### src/hdl/hdc_settings.svh
`ifndef HDC_SETTINGS_SVH
`define HDC_SETTINGS_SVH

// hypervector width in bits
`define HDC_DIM 32

// input lanes per stream beat
`define HDC_LANES 4

// xorshift32 start value, must be nonzero
`define HDC_SEED 32'h6c07_8965

// axi-lite address bits decoded
`define HDC_AXIL_AW 12

`endif

### src/hdl/hdc_pkg.sv
`include "hdc_settings.svh"
`default_nettype none

package hdc_pkg;

    // one hypervector
    typedef logic [`HDC_DIM-1:0] hv_t;

    // one input beat, lane i sits in bits 32i+31..32i
    typedef hv_t [`HDC_LANES-1:0] lanes_t;

    // item memory index
    typedef logic [15:0] item_idx_t;

endpackage

`default_nettype wire

### src/hdl/axil_pkg.sv
`include "hdc_settings.svh"
`default_nettype none

package axil_pkg;

    // register byte offsets
    typedef enum logic [`HDC_AXIL_AW-1:0] {
        REG_CTRL     = 'h000,
        REG_ITEM_SEL = 'h004
    } reg_off_e;

    // slave fsm states
    typedef enum logic [2:0] {
        IDLE,
        GOT_AW,
        GOT_W,
        RESP_B,
        READ_1,
        READ_2
    } axil_state_e;

endpackage

`default_nettype wire

### src/hdl/hv_stream_if.sv
`timescale 1ns/10ps
`default_nettype none

// valid/ready stream, payload type set per instance
interface hv_stream_if #(
    parameter type T = logic
);

    logic valid;
    logic ready;
    T     data;
    logic last;

    // producer side
    modport src (output valid, output data, output last, input ready);

    // consumer side
    modport dst (input valid, input data, input last, output ready);

endinterface

`default_nettype wire

### src/hdl/axil_regs.sv
`include "hdc_settings.svh"
`timescale 1ns/10ps
`default_nettype none

module axil_regs (
    input  wire                     AXIS_ACLK,
    input  wire                     S_AXI_ARESETN,
    input  wire [`HDC_AXIL_AW-1:0]  S_AXI_AWADDR,
    input  wire                     S_AXI_AWVALID,
    output logic                    S_AXI_AWREADY,
    input  wire [31:0]              S_AXI_WDATA,
    input  wire [3:0]               S_AXI_WSTRB,
    input  wire                     S_AXI_WVALID,
    output logic                    S_AXI_WREADY,
    output logic                    S_AXI_BVALID,
    input  wire                     S_AXI_BREADY,
    input  wire [`HDC_AXIL_AW-1:0]  S_AXI_ARADDR,
    input  wire                     S_AXI_ARVALID,
    output logic                    S_AXI_ARREADY,
    output logic [31:0]             S_AXI_RDATA,
    output logic                    S_AXI_RVALID,
    input  wire                     S_AXI_RREADY,
    input  wire                     gen_done,
    output logic                    run,
    output logic                    gen,
    output hdc_pkg::item_idx_t      item_sel
);

    import axil_pkg::*;

    axil_state_e             state_q;
    logic [`HDC_AXIL_AW-1:0] aw_addr_q;
    logic [`HDC_AXIL_AW-1:0] ar_addr_q;
    logic [31:0]             w_data_q;
    logic [3:0]              w_strb_q;

    logic                    aw_take;
    logic                    w_take;
    logic                    ar_take;
    logic                    wr_fire;
    logic [`HDC_AXIL_AW-1:0] wr_addr;
    logic [31:0]             wr_data;
    logic [3:0]              wr_strb;
    logic [31:0]             rd_word;

    // ====================
    // channel handshakes
    // ====================

    assign S_AXI_AWREADY = (state_q == IDLE) | (state_q == GOT_W);
    assign S_AXI_WREADY  = (state_q == IDLE) | (state_q == GOT_AW);
    // writes win in idle, read waits until both write channels are quiet
    assign S_AXI_ARREADY = (state_q == IDLE) & ~S_AXI_AWVALID & ~S_AXI_WVALID;
    assign S_AXI_BVALID  = (state_q == RESP_B);
    assign S_AXI_RVALID  = (state_q == READ_2);

    assign aw_take = S_AXI_AWVALID & S_AXI_AWREADY;
    assign w_take  = S_AXI_WVALID & S_AXI_WREADY;
    assign ar_take = S_AXI_ARVALID & S_AXI_ARREADY;

    // write completes when the second of aw/w lands
    assign wr_fire = ((state_q == IDLE) & aw_take & w_take)
                   | ((state_q == GOT_AW) & w_take)
                   | ((state_q == GOT_W) & aw_take);

    // live channel value, else the one held from earlier
    assign wr_addr = aw_take ? S_AXI_AWADDR : aw_addr_q;
    assign wr_data = w_take ? S_AXI_WDATA : w_data_q;
    assign wr_strb = w_take ? S_AXI_WSTRB : w_strb_q;

    // fsm
    always_ff @(posedge AXIS_ACLK) begin
        if (!S_AXI_ARESETN) begin
            state_q <= IDLE;
        end else begin
            case (state_q)
                IDLE: begin
                    if (S_AXI_AWVALID && S_AXI_WVALID) begin
                        state_q <= RESP_B;
                    end else if (S_AXI_AWVALID) begin
                        state_q <= GOT_AW;
                    end else if (S_AXI_WVALID) begin
                        state_q <= GOT_W;
                    end else if (S_AXI_ARVALID) begin
                        state_q <= READ_1;
                    end
                end
                GOT_AW: begin
                    if (S_AXI_WVALID) begin
                        state_q <= RESP_B;
                    end
                end
                GOT_W: begin
                    if (S_AXI_AWVALID) begin
                        state_q <= RESP_B;
                    end
                end
                RESP_B: begin
                    if (S_AXI_BREADY) begin
                        state_q <= IDLE;
                    end
                end
                // one cycle to fetch rdata
                READ_1: state_q <= READ_2;
                READ_2: begin
                    if (S_AXI_RREADY) begin
                        state_q <= IDLE;
                    end
                end
                default: state_q <= IDLE;
            endcase
        end
    end

    // held address and data
    always_ff @(posedge AXIS_ACLK) begin
        if (aw_take) begin
            aw_addr_q <= S_AXI_AWADDR;
        end
        if (w_take) begin
            w_data_q <= S_AXI_WDATA;
            w_strb_q <= S_AXI_WSTRB;
        end
        if (ar_take) begin
            ar_addr_q <= S_AXI_ARADDR;
        end
    end

    // ====================
    // registers
    // ====================

    always_ff @(posedge AXIS_ACLK) begin
        if (!S_AXI_ARESETN) begin
            run      <= 1'b0;
            gen      <= 1'b0;
            item_sel <= '0;
        end else begin
            // bus write beats the generator's clear
            if (wr_fire && wr_addr == REG_CTRL && wr_strb[0]) begin
                run <= wr_data[1];
                gen <= wr_data[0];
            end else if (gen_done) begin
                gen <= 1'b0;
            end
            if (wr_fire && wr_addr == REG_ITEM_SEL) begin
                if (wr_strb[0]) begin
                    item_sel[7:0] <= wr_data[7:0];
                end
                if (wr_strb[1]) begin
                    item_sel[15:8] <= wr_data[15:8];
                end
            end
        end
    end

    // read mux, unmapped offsets give 0
    always_comb begin
        case (ar_addr_q)
            REG_CTRL:     rd_word = {30'd0, run, gen};
            REG_ITEM_SEL: rd_word = {16'd0, item_sel};
            default:      rd_word = '0;
        endcase
    end

    always_ff @(posedge AXIS_ACLK) begin
        if (state_q == READ_1) begin
            S_AXI_RDATA <= rd_word;
        end
    end

endmodule

`default_nettype wire

### src/hdl/item_memory_gen.sv
`include "hdc_settings.svh"
`timescale 1ns/10ps
`default_nettype none

module item_memory_gen (
    input  wire                AXIS_ACLK,
    input  wire                S_AXI_ARESETN,
    input  wire                gen,
    input  hdc_pkg::item_idx_t item_sel,
    output logic               gen_done,
    output hdc_pkg::hv_t       key
);

    import hdc_pkg::*;

    logic [31:0] state_q;
    logic [31:0] state_nxt;
    item_idx_t   idx_q;

    // 13 / 17 / 5 variant
    function automatic logic [31:0] xorshift32(input logic [31:0] s);
        logic [31:0] x;
        x = s ^ (s << 13);
        x = x ^ (x >> 17);
        x = x ^ (x << 5);
        return x;
    endfunction

    assign state_nxt = xorshift32(state_q);

    // item idx_q is the output being produced this cycle
    assign gen_done = gen & (idx_q == item_sel);

    // prng and index, parked at seed while gen is low
    always_ff @(posedge AXIS_ACLK) begin
        if (!S_AXI_ARESETN || !gen) begin
            state_q <= `HDC_SEED;
            idx_q   <= '0;
        end else begin
            state_q <= state_nxt;
            idx_q   <= idx_q + 1'b1;
        end
    end

    // key kept until the next match
    always_ff @(posedge AXIS_ACLK) begin
        if (!S_AXI_ARESETN) begin
            key <= '0;
        end else if (gen_done) begin
            key <= state_nxt;
        end
    end

endmodule

`default_nettype wire

### src/hdl/hv_pipe_reg.sv
`timescale 1ns/10ps
`default_nettype none

module hv_pipe_reg #(
    parameter type T = logic
) (
    input  wire      AXIS_ACLK,
    input  wire      S_AXI_ARESETN,
    input  wire      flush,
    hv_stream_if.dst in,
    hv_stream_if.src out
);

    logic valid_q;
    logic last_q;
    T     data_q;
    logic take;

    // room when empty or when the held beat leaves now
    assign in.ready = ~flush & (~valid_q | out.ready);
    assign take     = in.valid & in.ready;

    assign out.valid = valid_q;
    assign out.data  = data_q;
    assign out.last  = last_q;

    always_ff @(posedge AXIS_ACLK) begin
        if (!S_AXI_ARESETN || flush) begin
            valid_q <= 1'b0;
        end else if (in.ready) begin
            // refill or drain
            valid_q <= in.valid;
        end
    end

    // payload only moves on an accepted beat
    always_ff @(posedge AXIS_ACLK) begin
        if (take) begin
            data_q <= in.data;
            last_q <= in.last;
        end
    end

endmodule

`default_nettype wire

### src/hdl/hv_bundler.sv
`include "hdc_settings.svh"
`timescale 1ns/10ps
`default_nettype none

module hv_bundler (
    input  wire hdc_pkg::hv_t key,
    hv_stream_if.dst          in,
    hv_stream_if.src          out
);

    import hdc_pkg::*;

    localparam int CW = $clog2(`HDC_LANES + 1);

    hv_t maj;

    // per bit: bind each lane with the key, count ones, majority vote
    always_comb begin
        logic [CW-1:0] ones;
        ones = '0;
        for (int b = 0; b < `HDC_DIM; b++) begin
            ones = '0;
            for (int l = 0; l < `HDC_LANES; l++) begin
                ones = ones + CW'(in.data[l][b] ^ key[b]);
            end
            if (2 * int'(ones) > `HDC_LANES) begin
                maj[b] = 1'b1;
            end else if (2 * int'(ones) < `HDC_LANES) begin
                maj[b] = 1'b0;
            end else begin
                // even split, fall back to key
                maj[b] = key[b];
            end
        end
    end

    // handshake straight through
    assign out.valid = in.valid;
    assign out.data  = maj;
    assign out.last  = in.last;
    assign in.ready  = out.ready;

endmodule

`default_nettype wire

### src/hdl/hdc_top.sv
`include "hdc_settings.svh"
`timescale 1ns/10ps
`default_nettype none

module hdc_top (
    input  wire                            AXIS_ACLK,
    input  wire                            S_AXI_ARESETN,
    // axi-lite slave
    input  wire [`HDC_AXIL_AW-1:0]         S_AXI_AWADDR,
    input  wire                            S_AXI_AWVALID,
    output logic                           S_AXI_AWREADY,
    input  wire [31:0]                     S_AXI_WDATA,
    input  wire [3:0]                      S_AXI_WSTRB,
    input  wire                            S_AXI_WVALID,
    output logic                           S_AXI_WREADY,
    output logic [1:0]                     S_AXI_BRESP,
    output logic                           S_AXI_BVALID,
    input  wire                            S_AXI_BREADY,
    input  wire [`HDC_AXIL_AW-1:0]         S_AXI_ARADDR,
    input  wire                            S_AXI_ARVALID,
    output logic                           S_AXI_ARREADY,
    output logic [31:0]                    S_AXI_RDATA,
    output logic [1:0]                     S_AXI_RRESP,
    output logic                           S_AXI_RVALID,
    input  wire                            S_AXI_RREADY,
    // axi-stream slave, lane i in bits 32i+31..32i
    input  wire                            S_AXIS_TVALID,
    output logic                           S_AXIS_TREADY,
    input  wire [`HDC_LANES*`HDC_DIM-1:0]  S_AXIS_TDATA,
    input  wire                            S_AXIS_TLAST,
    // axi-stream master
    output logic                           M_AXIS_TVALID,
    input  wire                            M_AXIS_TREADY,
    output logic [`HDC_DIM-1:0]            M_AXIS_TDATA,
    output logic                           M_AXIS_TLAST
);

    import hdc_pkg::*;

    logic      run;
    logic      gen;
    logic      gen_done;
    item_idx_t item_sel;
    hv_t       key;

    hv_stream_if #(.T(lanes_t)) s_axis ();
    hv_stream_if #(.T(lanes_t)) s_bound ();
    hv_stream_if #(.T(hv_t))    s_bundled ();
    hv_stream_if #(.T(hv_t))    m_axis ();

    // always OKAY
    assign S_AXI_BRESP = 2'b00;
    assign S_AXI_RRESP = 2'b00;

    // ====================
    // control
    // ====================

    axil_regs u_regs (
        .AXIS_ACLK     (AXIS_ACLK),
        .S_AXI_ARESETN (S_AXI_ARESETN),
        .S_AXI_AWADDR  (S_AXI_AWADDR),
        .S_AXI_AWVALID (S_AXI_AWVALID),
        .S_AXI_AWREADY (S_AXI_AWREADY),
        .S_AXI_WDATA   (S_AXI_WDATA),
        .S_AXI_WSTRB   (S_AXI_WSTRB),
        .S_AXI_WVALID  (S_AXI_WVALID),
        .S_AXI_WREADY  (S_AXI_WREADY),
        .S_AXI_BVALID  (S_AXI_BVALID),
        .S_AXI_BREADY  (S_AXI_BREADY),
        .S_AXI_ARADDR  (S_AXI_ARADDR),
        .S_AXI_ARVALID (S_AXI_ARVALID),
        .S_AXI_ARREADY (S_AXI_ARREADY),
        .S_AXI_RDATA   (S_AXI_RDATA),
        .S_AXI_RVALID  (S_AXI_RVALID),
        .S_AXI_RREADY  (S_AXI_RREADY),
        .gen_done      (gen_done),
        .run           (run),
        .gen           (gen),
        .item_sel      (item_sel)
    );

    item_memory_gen u_item_mem (
        .AXIS_ACLK     (AXIS_ACLK),
        .S_AXI_ARESETN (S_AXI_ARESETN),
        .gen           (gen),
        .item_sel      (item_sel),
        .gen_done      (gen_done),
        .key           (key)
    );

    // ====================
    // stream path
    // ====================

    // port to interface
    assign s_axis.valid  = S_AXIS_TVALID;
    assign s_axis.data   = S_AXIS_TDATA;
    assign s_axis.last   = S_AXIS_TLAST;
    assign S_AXIS_TREADY = s_axis.ready;

    assign M_AXIS_TVALID = m_axis.valid;
    assign M_AXIS_TDATA  = m_axis.data;
    assign M_AXIS_TLAST  = m_axis.last;
    assign m_axis.ready  = M_AXIS_TREADY;

    // both stages drop their beats while stopped
    hv_pipe_reg #(.T(lanes_t)) in_stage (
        .AXIS_ACLK     (AXIS_ACLK),
        .S_AXI_ARESETN (S_AXI_ARESETN),
        .flush         (~run),
        .in            (s_axis),
        .out           (s_bound)
    );

    hv_bundler u_bundler (
        .key (key),
        .in  (s_bound),
        .out (s_bundled)
    );

    hv_pipe_reg #(.T(hv_t)) out_stage (
        .AXIS_ACLK     (AXIS_ACLK),
        .S_AXI_ARESETN (S_AXI_ARESETN),
        .flush         (~run),
        .in            (s_bundled),
        .out           (m_axis)
    );

endmodule

`default_nettype wire

### config.mk
export PLATFORM = sky130hd
export DESIGN_NAME = hdc_top
export DESIGN_NICKNAME = d
export VERILOG_FILES = /design/src/hdl/hdc_pkg.sv /design/src/hdl/axil_pkg.sv /design/src/hdl/hv_stream_if.sv /design/src/hdl/axil_regs.sv /design/src/hdl/item_memory_gen.sv /design/src/hdl/hv_pipe_reg.sv /design/src/hdl/hv_bundler.sv /design/src/hdl/hdc_top.sv
export VERILOG_INCLUDE_DIRS = /design/src /design/src/hdl
export SDC_FILE = /design/constraint.sdc
export NUM_CORES = 1
export LEC_CHECK = 0
export BUFFER_PORTS_ARGS = -buffer_cell sky130_fd_sc_hd__buf_2
export CAP_MARGIN = 25
export CORE_AREA = 2 2 173 175
export CTS_CLUSTER_SIZE = 10
export DETAILED_ROUTE_END_ITERATION = 8
export DIE_AREA = 0 0 175 177
export PLACE_DENSITY = 0.74
export SLEW_MARGIN = 20
export SYNTH_ARGS = -nofsm -noshare
export SYNTH_HDL_FRONTEND = slang
export SYNTH_HIERARCHICAL = 1
export SYNTH_SLANG_ARGS = --single-unit
### constraint.sdc
create_clock -name AXIS_ACLK -period 9.35 [get_ports AXIS_ACLK]
set_input_delay 0 -clock AXIS_ACLK [delete_from_list [all_inputs] [get_ports AXIS_ACLK]]
set_output_delay 0 -clock AXIS_ACLK [all_outputs]
set_load 0.1 [all_outputs]
==> out/qor.txt, run 1 <==
Count of final setup violators: 0
Syn Area/Cell: 12.63 µm²
Worst-path cell chain: mux2_2 > o22a_1 > o21ai_0 > nor3_1 > dlygate4sd3_1 > o221a_2
Peak VDD IR: 0.1394 mV
DRC Markers: 0
RePlAce Congestion: 0.7868
Skew final: 0.01490 ns
Post-synthesis simple-gate area fraction: 0.1032
CTS sink count: 323
N_diodes: 0
Setup TNS: 0 ns
Area of the mapped netlist: 15,880 µm²
Met1 wire length: 13.26 mm
Pleak: 0.008105 µW
IO Count: 274
Crit path largest cell delay: 0.59 ns
Proportion of synthesized area in mux cells: 0.03459
Detail Route Antenna Nets: 0
Post-cts resize count: 0
Post-synth EDFFs: 190
GRT Overall Usage: 0.2174
Detailed Place HPWL: 20.43 mm
Minimum clock period: 2.634 ns
Status: complete, no violations
Number of DRC markers in iteration 0: 454
Final hold violations: 0
Vias in the first global route: 10,960
Synth-to-layout area growth: 26.13%
Post-synth ARST share: 0
Worst skew pair latency: 0.52 ns
XOR/XNOR Fraction of Synth Area: 0.1218
Main combinational cell family by area after synthesis: XOR/XNOR gates
Worst-Margin Slew: 0.9659 ns
Largest delay share family, worst path: compound AO/OA/AOI/OAI gates
First-pass GRT wire length: 53.63 mm
Final net count: 1,975
Core Box Area: 29,240 µm²
IO buf count: 235
Post-route cell area: 20,030 µm²
Final core occ: 0.6848
RSZ-0062 raised after global routing: false
Rel. slew slack: 0.3561
Unique masters post-synth: 48
Cell Pwr Density: 163.3 nW/µm²
Metal2 WL: 17.54 mm
Reg clk slew, reported paths: 0.05 ns
Drt total wl: 33.21 mm
Worst setup margin: 6.716 ns
Top_reg_cell synth: edfxtp_1
First-pass DRT Iterations: 5
Max layer used: met4
Crit path kind: register to register
GRT overflow: 0
CP Buf/Inv Count: 1
Antenna violations before repair: 0
Max H-tree Level: 2
Seq/Total Area, Yosys: 0.5270
Root Buffer: clkbuf_16
Max_cap viols: 0
CP Launch Type: register
Synthesis Warnings: 6
Die ar.: 30,980 µm²
Vias per std cell: 4.921
Layout cells sized above 1: 0.2157
CP max-delay cell: dlygate4sd3_1
Site Rows: 63
DP Worst Slack: 6.966 ns
Synth Area in Compound Gates: 0.03412
#FFs+latches synth: 323
CTS tree: yes
Count of pins over their slew limit: 0
TritonCTS Buffers: 39
WL/cell: 16.06 µm
Largest net degree at the start of global routing: 75
Initial core utilization: 0.5429
HP Class: input pin to register
Clock tree buffer depth: 3
Gate Count Post-Synth: 1,257
Worst Path Max Fanout: 12
FMAX: 0.3797 GHz
Die X: 175 µm
Crit path required time: 9.75 ns
Crit share post-route: 0.2817
Post-DP Area: 17,060 µm²
Post-Synth Adder-Cell Area: 0.1168
Worst Setup End Kind: register
DIE HEIGHT: 177 µm
Worst Path Arrival: 3.03 ns
DR WL met3: 1.641 mm
Via Count: 10,180
-- report_power, final --
group / internal (µW) / switching (µW) / total [µW]
Clock: 822 / 555 / 1380
Combinational: 141 / 168 / 309
Sequential: 1560 / 28.3 / 1580
-- layer usage --
metal	GRT usage	vias to the layer above
li1	-	4954
met1	0.2516	4897
met2	0.4088	265
met3	0.03909	61
met4	0.06528	0
met5	0	-
-- stage by stage --
step / cells / hold WS [ns] / power [µW]
3_5_place_dp: 1817 / 0.1781 / 1850
5_1_grt: 2068 / 0.1787 / 3385
6_report: 2068 / 0.1520 / 3270
4_1_cts: 2067 / 0.1460 / 3291
3_3_place_gp: 1817 / 0.1763 / 1842
2_1_floorplan: 1275 / 0.09887 / 1791
-- placed cells by master, fill, tap and decap left out, types with 5 or more instances in the layout --
master and count:
mux2_2 31, a21boi_1 32, conb_1 20, clkbuf_1 27
xnor2_1 157, edfxtp_1 190, mux2i_1 20, o21ai_0 25
buf_4 5, o21ai_1 12, inv_1 101, nor4_1 6
or3_1 35, dlygate4sd3_1 179, buf_2 235, nand3_1 8
nand2_1 54, nor2_1 81, ha_1 97, xor2_1 62
fa_1 32, nand4_1 6, dfxtp_1 133, and2_1 16
clkbuf_16 41, nor4b_2 31
-- synth_stat cells (2+ instances only) --
cell      count  share of area
fa_1         32          0.040
buf_2        18         0.0057
nand4_1       6         0.0024
nor3b_2       2         0.0016
o21ai_0      25         0.0079
nor2b_4       2         0.0017
o211a_1       2         0.0013
and2_1       16         0.0063
buf_1         3        0.00071
mux2_2       31          0.022
mux2i_1      20          0.013
nand2_1      56          0.013
nor4b_2      31          0.029
o221a_2       2         0.0014
nand3_4       2         0.0022
clkbuf_1     22         0.0052
or3_1        35          0.014
conb_1        2        0.00047
nor4_1        6         0.0024
dfxtp_1     133           0.17
a21boi_1     32          0.015
and3_1        3         0.0012
nand3b_1      3         0.0014
inv_1       101          0.024
nand3_1       8         0.0025
buf_6        22          0.016
a21oi_1       3        0.00095
buf_4        23          0.011
nor2_1       81          0.019
nor3_1        3        0.00095
or4_4         2         0.0014
o21ai_1      12         0.0038
edfxtp_1    190           0.36
ha_1         97          0.076
xnor2_1     157          0.087
xor2_1       62          0.034
-- what timing repair did --
action,CTS,global route
endpoints found under the hold margin,194,0
setup buffers,0,0
hold buffers,179,0
-- cells by family (layout without fill, tap and decap cells) --
kind of cell	count (synthesis)	in the layout
AO/OA/AOI/OAI	81	81
adder cells (fa/ha/maj)	129	129
XOR/XNOR	220	220
flip-flops	323	323
buffers and inverters	189	592
other	2	20
AND/OR/NAND/NOR	262	262
multiplexers	51	51
-- registers in the layout (all words and copies together), names as in the netlist, 2 cells and up --
signal,flops
u_item_mem/state_q,32
u_regs/aw_addr_q,12
u_regs/state_q,3
u_item_mem/key,32
u_regs/w_strb_q,2
out_stage/out.data,32
u_regs/S_AXI_RDATA,16
u_regs/item_sel,16
in_stage/out.data,128
u_regs/ar_addr_q,12
u_regs/w_data_q,16
u_item_mem/idx_q,16
-- worst min-delay path, delay by kind of cell --
family,cells,cell delay (ns)
AND/OR/NAND/NOR,1,0.13
multiplexers,1,0.05
buffers and inverters,2,0.41
-- layout make-up --
class	count	area, µm²
flip-flops and latches	323	8368
inverters	101	379.1
repair buffers	420	3025
clock inverters	2	13.76
clock buffers	69	1141
fillers	2004	9218
multi-input cells	763	6611
well taps	390	488.0
-- worst paths after layout --
| path | from | end | slack, ns | depth (start not counted) |
|---|---|---|---|---|
| max reg2reg | u_regs/state_q[1] | u_regs/state_q[2] | 6.72 | 6 |
| max | u_regs/state_q[1] | u_regs/state_q[2] | 6.72 | 6 |
| min | S_AXI_ARESETN | u_regs/item_sel[14] | 0.15 | 4 |
| min reg2reg | in_stage/out.last | out_stage/out.last | 0.42 | 0 |
(Power assumes the default switching activity.)
==> run 2: changes to the inputs <==
--- a/config.mk
+++ b/config.mk
@@ -8,11 +8,11 @@
 export LEC_CHECK = 0
 export BUFFER_PORTS_ARGS = -buffer_cell sky130_fd_sc_hd__buf_2
 export CAP_MARGIN = 25
-export CORE_AREA = 2 2 173 175
+export CORE_AREA = 2 2 180 182
 export CTS_CLUSTER_SIZE = 10
 export DETAILED_ROUTE_END_ITERATION = 8
-export DIE_AREA = 0 0 175 177
-export PLACE_DENSITY = 0.74
+export DIE_AREA = 0 0 182 184
+export PLACE_DENSITY = 0.72
 export SLEW_MARGIN = 20
 export SYNTH_ARGS = -nofsm -noshare
 export SYNTH_HDL_FRONTEND = slang
==> constraint.sdc (replaced) <==
create_clock -name AXIS_ACLK -period 2.17 [get_ports AXIS_ACLK]
set_input_delay 0 -clock AXIS_ACLK [delete_from_list [all_inputs] [get_ports AXIS_ACLK]]
set_output_delay 0 -clock AXIS_ACLK [all_outputs]
set_load 0.1 [all_outputs]
==> out/qor.txt, run 2 (same netlist as run 1, synthesis figures left out) <==
Status: complete, but fails checks
Failing checks: setup timing
RePlAce Congestion: 0.7936
Depth of the worst hold-timing path: 2
Detailed Place HPWL: 22.66 mm
Cell Pwr Density: 671.9 nW/µm²
Crit path required time: 2.43 ns
Largest net degree at the start of global routing: 68
Number of flip-flops in the largest register: 128
Worst setup margin: -0.02144 ns
IO buf count: 235
Peak VDD IR: 0.8042 mV
FMAX: 0.4563 GHz
RSZ-0062 raised after global routing: true
Number of cells on the worst reg-to-reg path: 7
Vias in the first global route: 11,580
Synth-to-layout area growth: 36.11%
CTS tree: yes
Via Count: 10,640
GRT Overall Usage: 0.2152
Count of final setup violators: 3
Detail Route Antenna Nets: 0
Crit Reg-Reg Endpoint: out_stage/out.data[22]
Pleak: 0.008787 µW
Commonest non-fill, non-tap cells in the layout: 235 x buf_2, 190 x edfxtp_1, 178 x dlygate4sd3_1
Final Hold Slack: 0.1874 ns
DP Worst Slack: -0.07258 ns
Count of pins over their slew limit: 0
Minimum clock period: 2.191 ns
Site Rows: 65
Finished Layout Cells: 2,150
Skew final: 0.01337 ns
Number of DRC markers in iteration 0: 488
Hold path start: S_AXIS_TDATA[101]
Final core occ: 0.6884
CP Launch Type: register
Layout cells sized above 1: 0.3200
HP Class: input pin to register
First-pass DRT Iterations: 5
Max_cap viols: 0
Setup TNS: -0.03892 ns
Worst Setup End Kind: register
DIE HEIGHT: 184 µm
Root Buffer: clkbuf_16
Worst skew pair latency: 0.52 ns
Die X: 182 µm
Worst Path Max Fanout: 2
DP Cell Count: 1,895
Final hold violations: 0
Final net count: 2,044
First-pass GRT wire length: 57.21 mm
GRT overflow: 0
Antenna violations before repair: 1
DRC Markers: 0
Max H-tree Level: 2
Vias per std cell: 4.950
Clock tree buffer depth: 3
Hold Path End: in_stage/out.data[101]
R2r startpoint: in_stage/out.data[22]
CTS sink count: 323
Reg-to-reg slack, setup: -0.02 ns
Reg clk slew, reported paths: 0.06 ns
IO Count: 274
Die ar.: 33,490 µm²
Commonest non-fill, non-tap cell in the layout: buf_2
Crit share post-route: 1.010
Initial core utilization: 0.5058
Worst Path Arrival: 2.45 ns
Drt total wl: 37.38 mm
Rel. slew slack: 0.6294
Crit path kind: register to register
WL/cell: 17.39 µm
Worst-Margin Slew: 0.5501 ns
TritonCTS Buffers: 40
Core Box Area: 31,390 µm²
[run 2: worst max-delay path: stages, from the launching register on]
cell,delay (ns)
edfxtp_1,0.42
xnor2_2,0.18
fa_1,0.55
inv_1,0.06
ha_2,0.21
ha_4,0.26
nor4b_4,0.18
nor2_1,0.08
[run 2: worst max path at each step]
stage,start,depth (start not counted),slack [ns],endpoint
5_1_grt,in_stage/out.data[98],7,-0.10,out_stage/out.data[2]
4_1_cts,in_stage/out.data[17],7,0.006,out_stage/out.data[17]
2_1_floorplan,out_stage/out.valid,5,-2.39,in_stage/out.data[0]
6_report,in_stage/out.data[22],7,-0.02,out_stage/out.data[22]
3_5_place_dp,u_item_mem/key[5],7,-0.07,out_stage/out.data[5]
3_3_place_gp,u_item_mem/key[16],7,0.02,out_stage/out.data[16]
[run 2: repair_timing]
| item | CTS | global route |
|---|---|---|
| pin swaps | 0 | 94 |
| buffers inserted | 0 | 4 |
| gates cloned | 0 | 0 |
| gates resized for setup | 10 | 147 |
| hold endpoints to repair | 221 | 0 |
| setup endpoints to repair | 9 | 32 |
| hold buffers | 178 | 0 |
[run 2: layout make-up]
type                    instances  area (µm²)
diodes                          1       2.502
multi-input cells             763        7487
well taps                     402       503.0
inverters                     101       379.1
clock inverters                 2       35.03
flip-flops and latches        323        8418
fillers                      2122        9782
repair buffers                488        3571
clock buffers                  70        1215
[run 2: layer usage]
metal	wire [µm]	global-route usage
met1	14760	0.2533
met2	19630	0.3934
met3	1802	0.03982
met4	1191	0.07581
met5	0	0
[run 2: power breakdown]
part | total [µW] | internal [µW] | switching [µW]
combinational | 1390 | 633 | 760
clock | 6320 | 3880 | 2440
sequential | 6800 | 6700 | 107
[run 2: metrics by stage]
step / total power, µW / instance area [µm²]
6_report: 14520 / 21610
5_1_grt: 15050 / 21610
4_1_cts: 14610 / 20700
3_5_place_dp: 8025 / 17650
3_3_place_gp: 7999 / 17650
2_1_floorplan: 7745 / 15990
